[src/design/sd_defines.svh]
`ifndef SD_DEFINES_SVH
`define SD_DEFINES_SVH

// Bus and frame widths
`define SD_WB_ADR_W      8
`define SD_WB_DAT_W      32
`define SD_CMD_FRAME_W   48
`define SD_RESP_LONG_W   136
`define SD_RESP_STORE_W  120

// Cycles to wait for the response start bit
`define SD_RESP_TIMEOUT  64

// Register map
`define SD_REG_ARGUMENT    8'h00
`define SD_REG_COMMAND     8'h04
`define SD_REG_RESP0       8'h08
`define SD_REG_RESP1       8'h0C
`define SD_REG_RESP2       8'h10
`define SD_REG_RESP3       8'h14
`define SD_REG_INT_STATUS  8'h18
`define SD_REG_INT_ENABLE  8'h1C
`define SD_REG_SOFT_RESET  8'h20

// Interrupt status bit positions
`define SD_INT_CMD_DONE     0
`define SD_INT_CMD_TIMEOUT  1
`define SD_INT_CMD_CRC      2
`define SD_INT_CMD_INDEX    3

`endif

[src/design/sd_pkg.sv]
`include "sd_defines.svh"

package sd_pkg;

    // Encoded in COMMAND[7:6]
    typedef enum logic [1:0] {
        RESP_NONE  = 2'd0,
        RESP_SHORT = 2'd1,
        RESP_LONG  = 2'd2
    } resp_type_e;

    typedef struct packed {
        logic [5:0]              index;
        logic [31:0]             argument;
        resp_type_e              resp_type;
        logic                    crc_check;
        logic                    index_check;
    } cmd_req_t;

    typedef struct packed {
        logic [`SD_RESP_STORE_W-1:0] response;
        logic                        crc_ok;
        logic                        index_ok;
        logic                        timeout;
    } cmd_result_t;

    // Bit order follows the INT_STATUS layout
    typedef struct packed {
        logic index_err;
        logic crc_err;
        logic timeout;
        logic done;
    } cmd_status_t;

    typedef struct packed {
        logic                    cyc;
        logic                    stb;
        logic                    we;
        logic [`SD_WB_ADR_W-1:0] adr;
        logic [`SD_WB_DAT_W-1:0] dat;
    } wb_req_t;

    typedef struct packed {
        logic [`SD_WB_DAT_W-1:0] dat;
        logic                    ack;
    } wb_rsp_t;

    typedef enum logic [1:0] {
        MST_IDLE,
        MST_ISSUE,
        MST_WAIT
    } cmd_master_state_e;

    typedef enum logic [1:0] {
        HST_IDLE,
        HST_SEND,
        HST_WAIT_RESP,
        HST_RECV
    } cmd_host_state_e;

endpackage

[src/design/sd_cmd_master.sv]
`timescale 1ns/1ps
`include "sd_defines.svh"

module sd_cmd_master (
    input  logic                         sd_clk,
    input  logic                         reset_i,
    input  logic                         soft_reset_i,
    input  logic                         start_i,
    input  sd_pkg::cmd_req_t             cmd_req_i,
    input  logic                         finish_i,
    input  sd_pkg::cmd_result_t          result_i,
    output logic                         host_start_o,
    output sd_pkg::cmd_req_t             host_req_o,
    output logic                         busy_o,
    output sd_pkg::cmd_status_t          status_set_o,
    output logic [3:0][`SD_WB_DAT_W-1:0] response_o
);

    sd_pkg::cmd_master_state_e state_q;
    sd_pkg::cmd_status_t       status_next;
    logic                      master_rst;
    logic                      accept;
    logic                      complete;

    assign master_rst = reset_i | soft_reset_i;
    assign busy_o     = state_q != sd_pkg::MST_IDLE;
    assign accept     = (state_q == sd_pkg::MST_IDLE) & start_i;
    assign complete   = (state_q == sd_pkg::MST_WAIT) & finish_i;

    // Errors are only meaningful when a response actually arrived
    always_comb begin
        status_next = '0;
        status_next[`SD_INT_CMD_DONE]    = 1'b1;
        status_next[`SD_INT_CMD_TIMEOUT] = result_i.timeout;
        status_next[`SD_INT_CMD_CRC]     = ~result_i.timeout & host_req_o.crc_check
                                           & ~result_i.crc_ok;
        status_next[`SD_INT_CMD_INDEX]   = ~result_i.timeout & host_req_o.index_check
                                           & ~result_i.index_ok;
    end

    always_ff @(posedge sd_clk) begin
        if (master_rst) begin
            state_q      <= sd_pkg::MST_IDLE;
            host_start_o <= 1'b0;
            status_set_o <= '0;
        end else begin
            host_start_o <= 1'b0;
            status_set_o <= '0;
            case (state_q)
                sd_pkg::MST_IDLE: begin
                    if (start_i) begin
                        host_start_o <= 1'b1;
                        state_q      <= sd_pkg::MST_ISSUE;
                    end
                end
                sd_pkg::MST_ISSUE: begin
                    state_q <= sd_pkg::MST_WAIT;
                end
                sd_pkg::MST_WAIT: begin
                    if (finish_i) begin
                        status_set_o <= status_next;
                        state_q      <= sd_pkg::MST_IDLE;
                    end
                end
                default: begin
                    state_q <= sd_pkg::MST_IDLE;
                end
            endcase
        end
    end

    always_ff @(posedge sd_clk) begin
        if (accept) begin
            host_req_o <= cmd_req_i;
        end
        // RESP3 carries only the top 24 stored bits
        if (complete) begin
            response_o[0] <= result_i.response[31:0];
            response_o[1] <= result_i.response[63:32];
            response_o[2] <= result_i.response[95:64];
            response_o[3] <= {8'b0, result_i.response[119:96]};
        end
    end

endmodule

[src/design/sd_cmd_serial_host.sv]
`timescale 1ns/1ps
`include "sd_defines.svh"

module sd_cmd_serial_host (
    input  logic                sd_clk,
    input  logic                reset_i,
    input  logic                soft_reset_i,
    input  logic                start_i,
    input  sd_pkg::cmd_req_t    cmd_req_i,
    input  logic                cmd_i,
    output logic                cmd_o,
    output logic                cmd_oe_o,
    output logic                finish_o,
    output sd_pkg::cmd_result_t result_o
);

    sd_pkg::cmd_host_state_e   state_q;
    sd_pkg::cmd_req_t          req_q;
    logic                      host_rst;
    logic [39:0]               tx_data;
    logic [39:0]               tx_shift;
    logic [7:0]                bit_cnt;
    logic [7:0]                resp_last;
    logic [7:0]                timeout_cnt;
    logic [6:0]                crc_q;
    logic [6:0]                crc_next;
    logic                      crc_in;
    logic                      rx_fold;
    logic                      is_long;
    logic [`SD_RESP_LONG_W-1:0] resp_shift;
    logic [`SD_RESP_LONG_W-1:0] rx_word;

    // Serial CRC7, x^7 + x^3 + 1
    function automatic logic [6:0] crc7_step(input logic [6:0] crc, input logic din);
        logic fb;
        fb = crc[6] ^ din;
        return {crc[5:0], 1'b0} ^ (fb ? 7'h09 : 7'h00);
    endfunction

    assign host_rst  = reset_i | soft_reset_i;
    assign tx_data   = {1'b0, 1'b1, cmd_req_i.index, cmd_req_i.argument};
    assign is_long   = req_q.resp_type == sd_pkg::RESP_LONG;
    assign resp_last = is_long ? 8'(`SD_RESP_LONG_W - 1) : 8'(`SD_CMD_FRAME_W - 1);

    // Same CRC register serves both directions
    assign crc_in   = (state_q == sd_pkg::HST_SEND) ? cmd_o : cmd_i;
    assign crc_next = crc7_step(crc_q, crc_in);

    // Long responses skip the 8 header bits, both stop before the end bit
    assign rx_fold = (bit_cnt < resp_last) && (!is_long || bit_cnt >= 8'd8);
    assign rx_word = {resp_shift[`SD_RESP_LONG_W-2:0], cmd_i};

    always_ff @(posedge sd_clk) begin
        if (host_rst) begin
            state_q     <= sd_pkg::HST_IDLE;
            cmd_o       <= 1'b1;
            cmd_oe_o    <= 1'b0;
            finish_o    <= 1'b0;
            bit_cnt     <= '0;
            timeout_cnt <= '0;
        end else begin
            finish_o <= 1'b0;
            case (state_q)
                sd_pkg::HST_IDLE: begin
                    if (start_i) begin
                        req_q    <= cmd_req_i;
                        cmd_o    <= tx_data[39];
                        tx_shift <= {tx_data[38:0], 1'b0};
                        cmd_oe_o <= 1'b1;
                        crc_q    <= '0;
                        bit_cnt  <= '0;
                        state_q  <= sd_pkg::HST_SEND;
                    end
                end
                sd_pkg::HST_SEND: begin
                    bit_cnt <= bit_cnt + 8'd1;
                    if (bit_cnt < 8'd39) begin
                        crc_q    <= crc_next;
                        cmd_o    <= tx_shift[39];
                        tx_shift <= {tx_shift[38:0], 1'b0};
                    end else if (bit_cnt == 8'd39) begin
                        // Last payload bit folded, CRC goes out next
                        cmd_o <= crc_next[6];
                        crc_q <= {crc_next[5:0], 1'b0};
                    end else if (bit_cnt < 8'd46) begin
                        cmd_o <= crc_q[6];
                        crc_q <= {crc_q[5:0], 1'b0};
                    end else if (bit_cnt == 8'd46) begin
                        cmd_o <= 1'b1;
                    end else begin
                        cmd_oe_o    <= 1'b0;
                        crc_q       <= '0;
                        bit_cnt     <= '0;
                        timeout_cnt <= '0;
                        if (req_q.resp_type == sd_pkg::RESP_NONE) begin
                            finish_o          <= 1'b1;
                            result_o.response <= '0;
                            result_o.crc_ok   <= 1'b1;
                            result_o.index_ok <= 1'b1;
                            result_o.timeout  <= 1'b0;
                            state_q           <= sd_pkg::HST_IDLE;
                        end else begin
                            state_q <= sd_pkg::HST_WAIT_RESP;
                        end
                    end
                end
                sd_pkg::HST_WAIT_RESP: begin
                    if (!cmd_i) begin
                        resp_shift <= rx_word;
                        if (rx_fold) begin
                            crc_q <= crc_next;
                        end
                        bit_cnt <= 8'd1;
                        state_q <= sd_pkg::HST_RECV;
                    end else if (timeout_cnt == 8'(`SD_RESP_TIMEOUT - 1)) begin
                        finish_o          <= 1'b1;
                        result_o.response <= '0;
                        result_o.crc_ok   <= 1'b0;
                        result_o.index_ok <= 1'b0;
                        result_o.timeout  <= 1'b1;
                        state_q           <= sd_pkg::HST_IDLE;
                    end else begin
                        timeout_cnt <= timeout_cnt + 8'd1;
                    end
                end
                sd_pkg::HST_RECV: begin
                    resp_shift <= rx_word;
                    bit_cnt    <= bit_cnt + 8'd1;
                    if (rx_fold) begin
                        crc_q <= crc_next;
                    end
                    if (bit_cnt == resp_last) begin
                        // CRC bits were folded in, so a good frame leaves zero
                        finish_o         <= 1'b1;
                        result_o.crc_ok  <= crc_q == 7'd0;
                        result_o.timeout <= 1'b0;
                        if (is_long) begin
                            result_o.response <= rx_word[127:8];
                            result_o.index_ok <= 1'b1;
                        end else begin
                            result_o.response <= {{(`SD_RESP_STORE_W - 32){1'b0}},
                                                  rx_word[39:8]};
                            result_o.index_ok <= rx_word[45:40] == req_q.index;
                        end
                        state_q <= sd_pkg::HST_IDLE;
                    end
                end
                default: begin
                    state_q <= sd_pkg::HST_IDLE;
                end
            endcase
        end
    end

endmodule

[src/design/sd_emmc_controller.sv]
`timescale 1ns/1ps
`include "sd_defines.svh"

module sd_emmc_controller (
    input  logic            sd_clk,
    input  logic            reset_i,
    input  sd_pkg::wb_req_t wb_req_i,
    output sd_pkg::wb_rsp_t wb_rsp_o,
    input  logic            cmd_i,
    output logic            cmd_o,
    output logic            cmd_oe_o,
    output logic            interrupt_o
);

    sd_pkg::cmd_req_t             slave_req;
    sd_pkg::cmd_req_t             host_req;
    sd_pkg::cmd_result_t          host_result;
    sd_pkg::cmd_status_t          status_set;
    logic [3:0][`SD_WB_DAT_W-1:0] response;
    logic                         cmd_start;
    logic                         host_start;
    logic                         host_finish;
    logic                         cmd_busy;
    logic                         soft_reset;

    sd_reg_slave u_reg_slave (
        .sd_clk       (sd_clk),
        .reset_i      (reset_i),
        .wb_req_i     (wb_req_i),
        .wb_rsp_o     (wb_rsp_o),
        .busy_i       (cmd_busy),
        .status_set_i (status_set),
        .response_i   (response),
        .cmd_req_o    (slave_req),
        .start_o      (cmd_start),
        .soft_reset_o (soft_reset),
        .interrupt_o  (interrupt_o)
    );

    sd_cmd_master u_cmd_master (
        .sd_clk       (sd_clk),
        .reset_i      (reset_i),
        .soft_reset_i (soft_reset),
        .start_i      (cmd_start),
        .cmd_req_i    (slave_req),
        .finish_i     (host_finish),
        .result_i     (host_result),
        .host_start_o (host_start),
        .host_req_o   (host_req),
        .busy_o       (cmd_busy),
        .status_set_o (status_set),
        .response_o   (response)
    );

    sd_cmd_serial_host u_cmd_serial_host (
        .sd_clk       (sd_clk),
        .reset_i      (reset_i),
        .soft_reset_i (soft_reset),
        .start_i      (host_start),
        .cmd_req_i    (host_req),
        .cmd_i        (cmd_i),
        .cmd_o        (cmd_o),
        .cmd_oe_o     (cmd_oe_o),
        .finish_o     (host_finish),
        .result_o     (host_result)
    );

endmodule

[src/design/sd_reg_slave.sv]
`timescale 1ns/1ps
`include "sd_defines.svh"

module sd_reg_slave (
    input  logic                              sd_clk,
    input  logic                              reset_i,
    input  sd_pkg::wb_req_t                   wb_req_i,
    output sd_pkg::wb_rsp_t                   wb_rsp_o,
    input  logic                              busy_i,
    input  sd_pkg::cmd_status_t               status_set_i,
    input  logic [3:0][`SD_WB_DAT_W-1:0]      response_i,
    output sd_pkg::cmd_req_t                  cmd_req_o,
    output logic                              start_o,
    output logic                              soft_reset_o,
    output logic                              interrupt_o
);

    logic [`SD_WB_DAT_W-1:0] argument_q;
    logic [9:0]              command_q;
    sd_pkg::cmd_status_t     int_status_q;
    sd_pkg::cmd_status_t     int_enable_q;
    sd_pkg::cmd_status_t     clear_mask;
    logic                    ack_q;
    logic [`SD_WB_DAT_W-1:0] rd_data_q;
    logic [`SD_WB_DAT_W-1:0] rd_mux;
    logic                    access;
    logic                    wr_en;
    logic                    launch_q;
    logic                    cmd_pending;
    logic                    sel_argument;
    logic                    sel_command;
    logic                    sel_int_status;
    logic                    sel_int_enable;
    logic                    sel_soft_reset;

    // New access only when no ack is outstanding
    assign access = wb_req_i.cyc & wb_req_i.stb & ~ack_q;
    assign wr_en  = access & wb_req_i.we;

    assign sel_argument   = wb_req_i.adr == `SD_REG_ARGUMENT;
    assign sel_command    = wb_req_i.adr == `SD_REG_COMMAND;
    assign sel_int_status = wb_req_i.adr == `SD_REG_INT_STATUS;
    assign sel_int_enable = wb_req_i.adr == `SD_REG_INT_ENABLE;
    assign sel_soft_reset = wb_req_i.adr == `SD_REG_SOFT_RESET;

    // Launch in flight counts as busy too
    assign cmd_pending = busy_i | launch_q | start_o;

    assign clear_mask = (wr_en && sel_int_status) ? wb_req_i.dat[3:0] : 4'b0000;

    assign cmd_req_o.index       = command_q[5:0];
    assign cmd_req_o.argument    = argument_q;
    assign cmd_req_o.resp_type   = sd_pkg::resp_type_e'(command_q[7:6]);
    assign cmd_req_o.crc_check   = command_q[8];
    assign cmd_req_o.index_check = command_q[9];

    assign wb_rsp_o.dat = rd_data_q;
    assign wb_rsp_o.ack = ack_q;

    assign interrupt_o = |(int_status_q & int_enable_q);

    always_comb begin
        case (wb_req_i.adr)
            `SD_REG_ARGUMENT:   rd_mux = argument_q;
            `SD_REG_COMMAND:    rd_mux = {22'b0, command_q};
            `SD_REG_RESP0:      rd_mux = response_i[0];
            `SD_REG_RESP1:      rd_mux = response_i[1];
            `SD_REG_RESP2:      rd_mux = response_i[2];
            `SD_REG_RESP3:      rd_mux = response_i[3];
            `SD_REG_INT_STATUS: rd_mux = {28'b0, int_status_q};
            `SD_REG_INT_ENABLE: rd_mux = {28'b0, int_enable_q};
            default:            rd_mux = '0;
        endcase
    end

    always_ff @(posedge sd_clk) begin
        if (reset_i) begin
            ack_q        <= 1'b0;
            launch_q     <= 1'b0;
            start_o      <= 1'b0;
            soft_reset_o <= 1'b0;
            int_status_q <= '0;
            int_enable_q <= '0;
        end else begin
            ack_q        <= access;
            launch_q     <= wr_en & sel_command & ~cmd_pending;
            start_o      <= launch_q;
            soft_reset_o <= wr_en & sel_soft_reset & wb_req_i.dat[0];
            // A set in the same cycle wins over a clear
            int_status_q <= (int_status_q & ~clear_mask) | status_set_i;
            if (wr_en && sel_int_enable) begin
                int_enable_q <= wb_req_i.dat[3:0];
            end
        end
    end

    always_ff @(posedge sd_clk) begin
        if (wr_en && sel_argument) begin
            argument_q <= wb_req_i.dat;
        end
        // Ignored while a command runs
        if (wr_en && sel_command && !cmd_pending) begin
            command_q <= wb_req_i.dat[9:0];
        end
        if (access) begin
            rd_data_q <= rd_mux;
        end
    end

endmodule

[config.mk]
export PLATFORM = sky130hd
export DESIGN_NAME = sd_emmc_controller
export DESIGN_NICKNAME = d
export VERILOG_FILES = /design/src/design/sd_pkg.sv /design/src/design/sd_cmd_master.sv /design/src/design/sd_cmd_serial_host.sv /design/src/design/sd_emmc_controller.sv /design/src/design/sd_reg_slave.sv
export VERILOG_INCLUDE_DIRS = /design/src /design/src/design
export SDC_FILE = /design/constraint.sdc
export NUM_CORES = 1
export LEC_CHECK = 0
export ABC_AREA = 1
export BUFFER_PORTS_ARGS = -buffer_cell sky130_fd_sc_hd__buf_2
export CAP_MARGIN = 20
export CORE_MARGIN = 3
export CORE_UTILIZATION = 40
export CTS_CLUSTER_DIAMETER = 150
export DETAILED_ROUTE_END_ITERATION = 10
export HOLD_SLACK_MARGIN = 0.15
export PLACE_DENSITY = 0.58
export SYNTH_ARGS = -nofsm -noshare
export SYNTH_HDL_FRONTEND = slang
export SYNTH_SLANG_ARGS = --single-unit
[constraint.sdc]
create_clock -name sd_clk -period 20.8 [get_ports sd_clk]
set_clock_uncertainty 0.2 [all_clocks]
set_input_delay 2.08 -clock sd_clk [delete_from_list [all_inputs] [get_ports sd_clk]]
set_output_delay 2.08 -clock sd_clk [all_outputs]
set_load 0.05 [all_outputs]
-- Word-level counts from Yosys, hierarchy flattened
Cells that the tools add are included.
- register bits: 581
- input port bits: 46
- add/subtract/negate cells: 2
- $lt $le $gt $ge: 4
- eq/ne operators: 36
- muxes and demuxes: 79
- bitwise gates (word level): 31
- reductions and logical operators: 34
- operator list (kind ; count):
    $mux 123 ; 8
    $pmux 123 s3 ; 1
    $pmux 32 s8 ; 1
    $pmux 127 s2 ; 1
    $mux 127 ; 1
    $mux 120 ; 1
    $mux 8 ; 13
    $mux 40 ; 2
    $pmux 40 s2 ; 1
    $mux 7 ; 7
    $eq 8x5->1 const B ; 4
    $eq 8x6->1 const B ; 4
    $pmux 8 s4 ; 1
    $pmux 7 s4 ; 1
    $mux 1 ; 22
    $mux 2 ; 11
    $ne 2x2->1 const B ; 11
    $add 8x1->8 const B ; 2
    $eq 8x4->1 const B ; 2
    $lt 8x6->1 const B ; 2
    $pmux 8 s2 ; 1
    $reduce_and 7->1 ; 2
    $and 1x1->1 ; 13
    $ne 5x5->1 const B ; 2
    other kinds (37) ; 72

-- Depth between registers and ports, before layout
- depth after elaboration: 8
- depth in mapped cells: 12
- depth with buffers taken out: 11

-- By module
A second synthesis with hierarchy kept.
- cell total of the unflattened synthesis: 1706
- area, all modules: 22051.1 µm²
- by module, submodules not included (module ; times used ; cells an instance ; area each (µm²) ; sequential area each (µm²)):
    sd_cmd_serial_host ; 1 ; 998 ; 12450.7 ; 9549.2
    sd_cmd_master ; 1 ; 203 ; 5186.2 ; 5004.8
    sd_reg_slave ; 1 ; 505 ; 4414.2 ; 2462.4

-- Worst setup path before layout
Ideal clock, no wire load.
- kind: flip-flop to flip-flop
- from: register u_cmd_master.state_q[1]
- to: register u_cmd_master.status_set_o[2] in the netlist's numbering
- library setup time: 119 ps
- arrival time: 9687 ps
- data required time: 20481 ps
- slack: 10795 ps
- stages on the path, launching flop included: 5
- clock period less this slack: 10005 ps
- path through: dfxtp_1 inv_1 nor3_1 nand2_1 nor3_1
- longest elaborated chain between the ends: 3
- RTL lines (what ; line ; RTL):
    start, declared ; sd_cmd_master.sv:19 ; sd_pkg::cmd_master_state_e state_q;
    start signal, assigned ; sd_cmd_master.sv:43 ; state_q <= sd_pkg::MST_IDLE;
    start signal, assigned ; sd_cmd_master.sv:53 ; state_q <= sd_pkg::MST_ISSUE;
    start signal, assigned ; sd_cmd_master.sv:57 ; state_q <= sd_pkg::MST_WAIT;
    $eq 2x2->1 ; sd_cmd_master.sv:49 ; case (state_q)
    $not 1->1 (no line) ; n/a ;
    $reduce_or 3->1 (no line) ; n/a ;
    end signal, assigned ; sd_cmd_master.sv:61 ; status_set_o <= status_next;
    end, declared ; sd_cmd_master.sv:15 ; output sd_pkg::cmd_status_t status_set_o,
Every way passes these cells.
A chain may end at the register's enable or synchronous reset.

-- Worst setup path in the final report
- from: input reset_i
- to: register u_cmd_serial_host.result_o[77] in the netlist's numbering (enable)
- longest elaborated chain between the ends: 3
- RTL lines (what ; line ; RTL):
    start, declared ; sd_emmc_controller.sv:6 ; input logic reset_i,
    $or 1x1->1 ; sd_cmd_serial_host.sv:40 ; assign host_rst = reset_i | soft_reset_i;
    $not 1->1 (no line) ; n/a ;
    $reduce_and 10->1 (no line) ; n/a ;
    end, declared ; sd_cmd_serial_host.sv:14 ; output sd_pkg::cmd_result_t result_o
Every way passes these cells.

==> metrics list <==
- Outcome: finished clean
* CTS sink cnt: 580
- Final total negative setup slack: 0 ns
- Type of element capturing the critical path: flip-flop
- The net count of the finished layout is about 1800.
- After technology mapping, the gate count stands at ~1600.
- Number of antenna violations at the first check in global routing: 0
* Final GP Congestion: 0.8422
* Fin crit period: approximately 5.2 ns
* Register bit count reported by yosys: 580
* Buffer and inverter count on the worst path: 4
* Area growth from synthesis to layout: 14.65%
- Crit-path cells: buf_2 -> nor2_4 -> clkinv_1 -> nor3_1 -> nand3_1 -> nor2_4 -> buf_4 -> buf_4
- Largest incremental delay on the critical path: 0.78 ns
* First-pass DRT Iterations: 5
- Unrepaired setup endpoints after global routing: no
* Family with the most delay on the worst path: buffers and inverters
- Nature of the critical path startpoint: primary input
* Seq pwr share: 0.528
* Via total after detailed routing: roughly 12000
- DIE HEIGHT: approximately 240 microns
- Total number of yosys warnings: 0
- The worst setup path is of the in2reg kind.
- Once detail routing completed, the nets flagged for antenna violations numbered 0.
- Number of placed I/O pins: 82
* Fraction of synthesis flops using an asynchronous set or reset pin: 0
- The first routing iteration left 1100 violations.
- After detailed routing, the number of vias per cell comes to roughly 5.0.
* Worst vdd ir: 0.05131 mV
- In this run the power density over the cells is 101.9 nW/um^2.
- Net switching component of the power: 529.7 uW
- Largest net degree at the start of global routing: 99
* Number of H-tree levels: 2
- Floorplan row count: 84
- Synthesis instantiated 40 different standard cells from the library.
- Of the total power, the share spent switching nets is 0.2099.
- Highest clock rate: around 190 MHz
* Clock share of power: 0.434
* Endpoint of the lowest-slack register-to-register path: u_cmd_serial_host.result_o[77]
- Horiz. Die Dim: 238.4 microns
- Maximum buffer depth of the clock tree: 3
* Clk Tree Root Cell: sky130_fd_sc_hd__clkbuf_16
- Across every metal layer, demand over resource in global routing totals 0.1602.
- Total instance count after detailed placement: around 2300
- Post-cts repair resize count: 0
* Part of the Yosys area used for sequential elements: 0.7879
- Timing analysis after detailed placement gives a worst setup slack of around 15 ns.
- Number of antenna cells inserted: 0
- Max-capacitance violation count: 0
* Clock transition at the register clock pins on the worst setup and hold paths after CTS: roughly 0.060 ns
- Highest-delay cell along the critical path: sky130_fd_sc_hd__buf_4
- Worst-margin pin slew: about 1.1 ns
- After global routing the overflow that remains totals 0.
- Relative slew slack: 0.2462
- Vias in the first global route: 11820
- Post-CTS Repair Setup Buffers: 0
* Number of hold buffers added after cts: 0
- After detailed routing, the average wire length per cell comes to 18.54 microns.
- In the layout the commonest cells are 540 x sky130_fd_sc_hd__edfxtp_1, 396 x sky130_fd_sc_hd__nand2_1, 176 x sky130_fd_sc_hd__nor2_1.
- Critical path data required time: 20.82 ns
* HPWL after DPL: 27330 microns
- Startpoint of the lowest-slack register-to-register path: u_cmd_serial_host.state_q[1]
- Of all nets on the critical path, the largest fanout is 64.
- Clock tree from TritonCTS: done
- Initial core utilization: 0.4077
* Origin of the worst min-delay path: u_cmd_serial_host.result_o[37]
* Proportion of layout cells with a drive suffix above 1: 0.1338
* Area of the die: 56820 sq um
- A synthesized cell averages ~13 sq um.
* Total nets after synthesis: approximately 1700
- Dividing the final minimum period by the clock period gives 0.2480.
- Yosys mapped a number of flops with a built-in enable equal to 540.
- Final Slew Violations: 0
- Floorplan core area: between 50000 and 60000 sq um
- For the worst setup path, the data arrival time is just over 5 ns.
* Routed Wire Length: 45470 microns
- For this run, design rule violations remaining after detail routing come to 0.
- Setup violations remaining at the end of the flow were counted as 0.
- Setup slack closes at about 16 ns.
- Combinational cell fraction of total power: 0.037
* Non-filler cells, final: roughly 2500
- Worst-skew pair later-pin latency: 0.62 ns
- In this run the worst setup path begins at reset_i.
- The hold violation total from the final report was 0.
- Capture point of the worst path: u_cmd_serial_host.result_o[77]
- After synthesis the cells add up to 21600 sq um.
- The worst register-to-register path has a depth of 10.
- The number of clock buffers added by TritonCTS is 57.
- Top flip-flop cell by instance count after synthesis: sky130_fd_sc_hd__edfxtp_1
* # port buffers: about 80
* Global-route wire length before repair: about 70000 microns
- Leaving out fill and tap cells, the most frequent cell in the layout is sky130_fd_sc_hd__edfxtp_1.
- Design internal power: about 2.0 mW
* Number of stages on the worst setup path: 8
* Flop-to-flop setup slack: 16.20 ns
- LEAKAGE: around 8.6 nW
- Class of the most critical hold timing path: reg2reg
synthesized netlist by cell type (2+ instances only):
library cell,number,share of area
sky130_fd_sc_hd__o211ai_1,2,0.00070
sky130_fd_sc_hd__nand2_4,4,0.0021
sky130_fd_sc_hd__a21oi_1,43,0.010
sky130_fd_sc_hd__inv_1,94,0.016
sky130_fd_sc_hd__nand4_1,20,0.0058
sky130_fd_sc_hd__nand2_1,397,0.069
sky130_fd_sc_hd__xor2_1,8,0.0032
sky130_fd_sc_hd__nor3_4,2,0.0015
sky130_fd_sc_hd__buf_2,35,0.0081
sky130_fd_sc_hd__buf_1,3,0.00052
sky130_fd_sc_hd__nand3_1,129,0.030
sky130_fd_sc_hd__nor2_2,7,0.0020
sky130_fd_sc_hd__nand2_2,7,0.0020
sky130_fd_sc_hd__nor4_1,4,0.0012
sky130_fd_sc_hd__ha_1,4,0.0023
sky130_fd_sc_hd__edfxtp_1,540,0.75
sky130_fd_sc_hd__dfxtp_1,40,0.037
sky130_fd_sc_hd__nor2_4,3,0.0016
sky130_fd_sc_hd__clkbuf_1,16,0.0028
sky130_fd_sc_hd__o21ai_0,22,0.0051
sky130_fd_sc_hd__o21ai_1,4,0.00093
sky130_fd_sc_hd__inv_2,12,0.0021
sky130_fd_sc_hd__buf_4,4,0.0014
sky130_fd_sc_hd__nor3_1,18,0.0042
sky130_fd_sc_hd__o22ai_1,6,0.0017
sky130_fd_sc_hd__nor3_2,3,0.0014
sky130_fd_sc_hd__nor2_1,180,0.031
area by class of cell:
cell class              count  area, sq um
clock buffers              64         1453
clock inverters            43        559.3
fillers                  4706        28210
inverters                 110        421.7
multi-input cells         871         3933
flip-flops and latches    580        17020
well taps                 688        860.8
repair buffers             96        518.0
state kept, by name (all words and copies together) (netlist names), 10 cells and up:
name,cells
u_cmd_master.host_req_o,42
u_cmd_master.response_o,120
u_cmd_serial_host.resp_shift,127
u_cmd_serial_host.result_o,123
u_cmd_serial_host.tx_shift,39
u_reg_slave.argument_q,32
u_reg_slave.command_q,10
u_reg_slave.rd_data_q,32
power by group through the flow:
| stage | Combinational [mW] | Sequential [mW] | Clock, mW |
|---|---|---|---|
| floorplan | 0.0574 | 1.37 | 0 |
| global placement | 0.0945 | 1.36 | 0 |
| detailed placement | 0.0957 | 1.36 | 0 |
| CTS | 0.0960 | 1.33 | 1.12 |
| global route | 0.105 | 1.34 | 1.17 |
| finish | 0.0945 | 1.33 | 1.10 |
worst min path at each step:
stage | to | slack (ns) | depth (start not counted)
2_1_floorplan | u_cmd_master.status_set_o[2] | 0.19 | 1
3_3_place_gp | u_cmd_serial_host.resp_shift[4] | 0.20 | 0
3_5_place_dp | u_cmd_master.status_set_o[2] | 0.20 | 1
4_1_cts | u_cmd_master.response_o[2] | 0.19 | 0
5_1_grt | u_cmd_master.response_o[2] | 0.21 | 0
6_report | u_cmd_master.response_o[34] | 0.18 | 0
stage by stage:
stage | area [sq um] | power, mW | util | hold slack (ns)
3_5_place_dp | 22750 | 1.454 | 0.4295 | 0.2019
3_3_place_gp | 22750 | 1.451 | 0.4295 | 0.2003
4_1_cts | 24760 | 2.551 | 0.4675 | 0.1892
6_report | 24760 | 2.524 | 0.4675 | 0.1832
2_1_floorplan | 21600 | 1.424 | - | 0.1915
5_1_grt | 24760 | 2.611 | 0.4675 | 0.2053
metal layers:
metal,track usage,part of all wire,vias to the layer above
li1,-,-,5810
met1,0.2455,0.47,6096
met2,0.2381,0.44,367
met3,0.03040,0.071,73
met4,0.03720,0.018,0
met5,0,0,-
cell families after synthesis:
family / Yosys count / synth area share
xor gates and xnor gates: 9 / 0.003650
AOI/OAI and AO/OA: 80 / 0.01941
and+or+nand+nor: 778 / 0.1539
adders and majority gates: 4 / 0.002317
DFF: 580 / 0.7879
buffers and inverters: 169 / 0.03285
No activity file was read; power rests on OpenSTA's default activity.
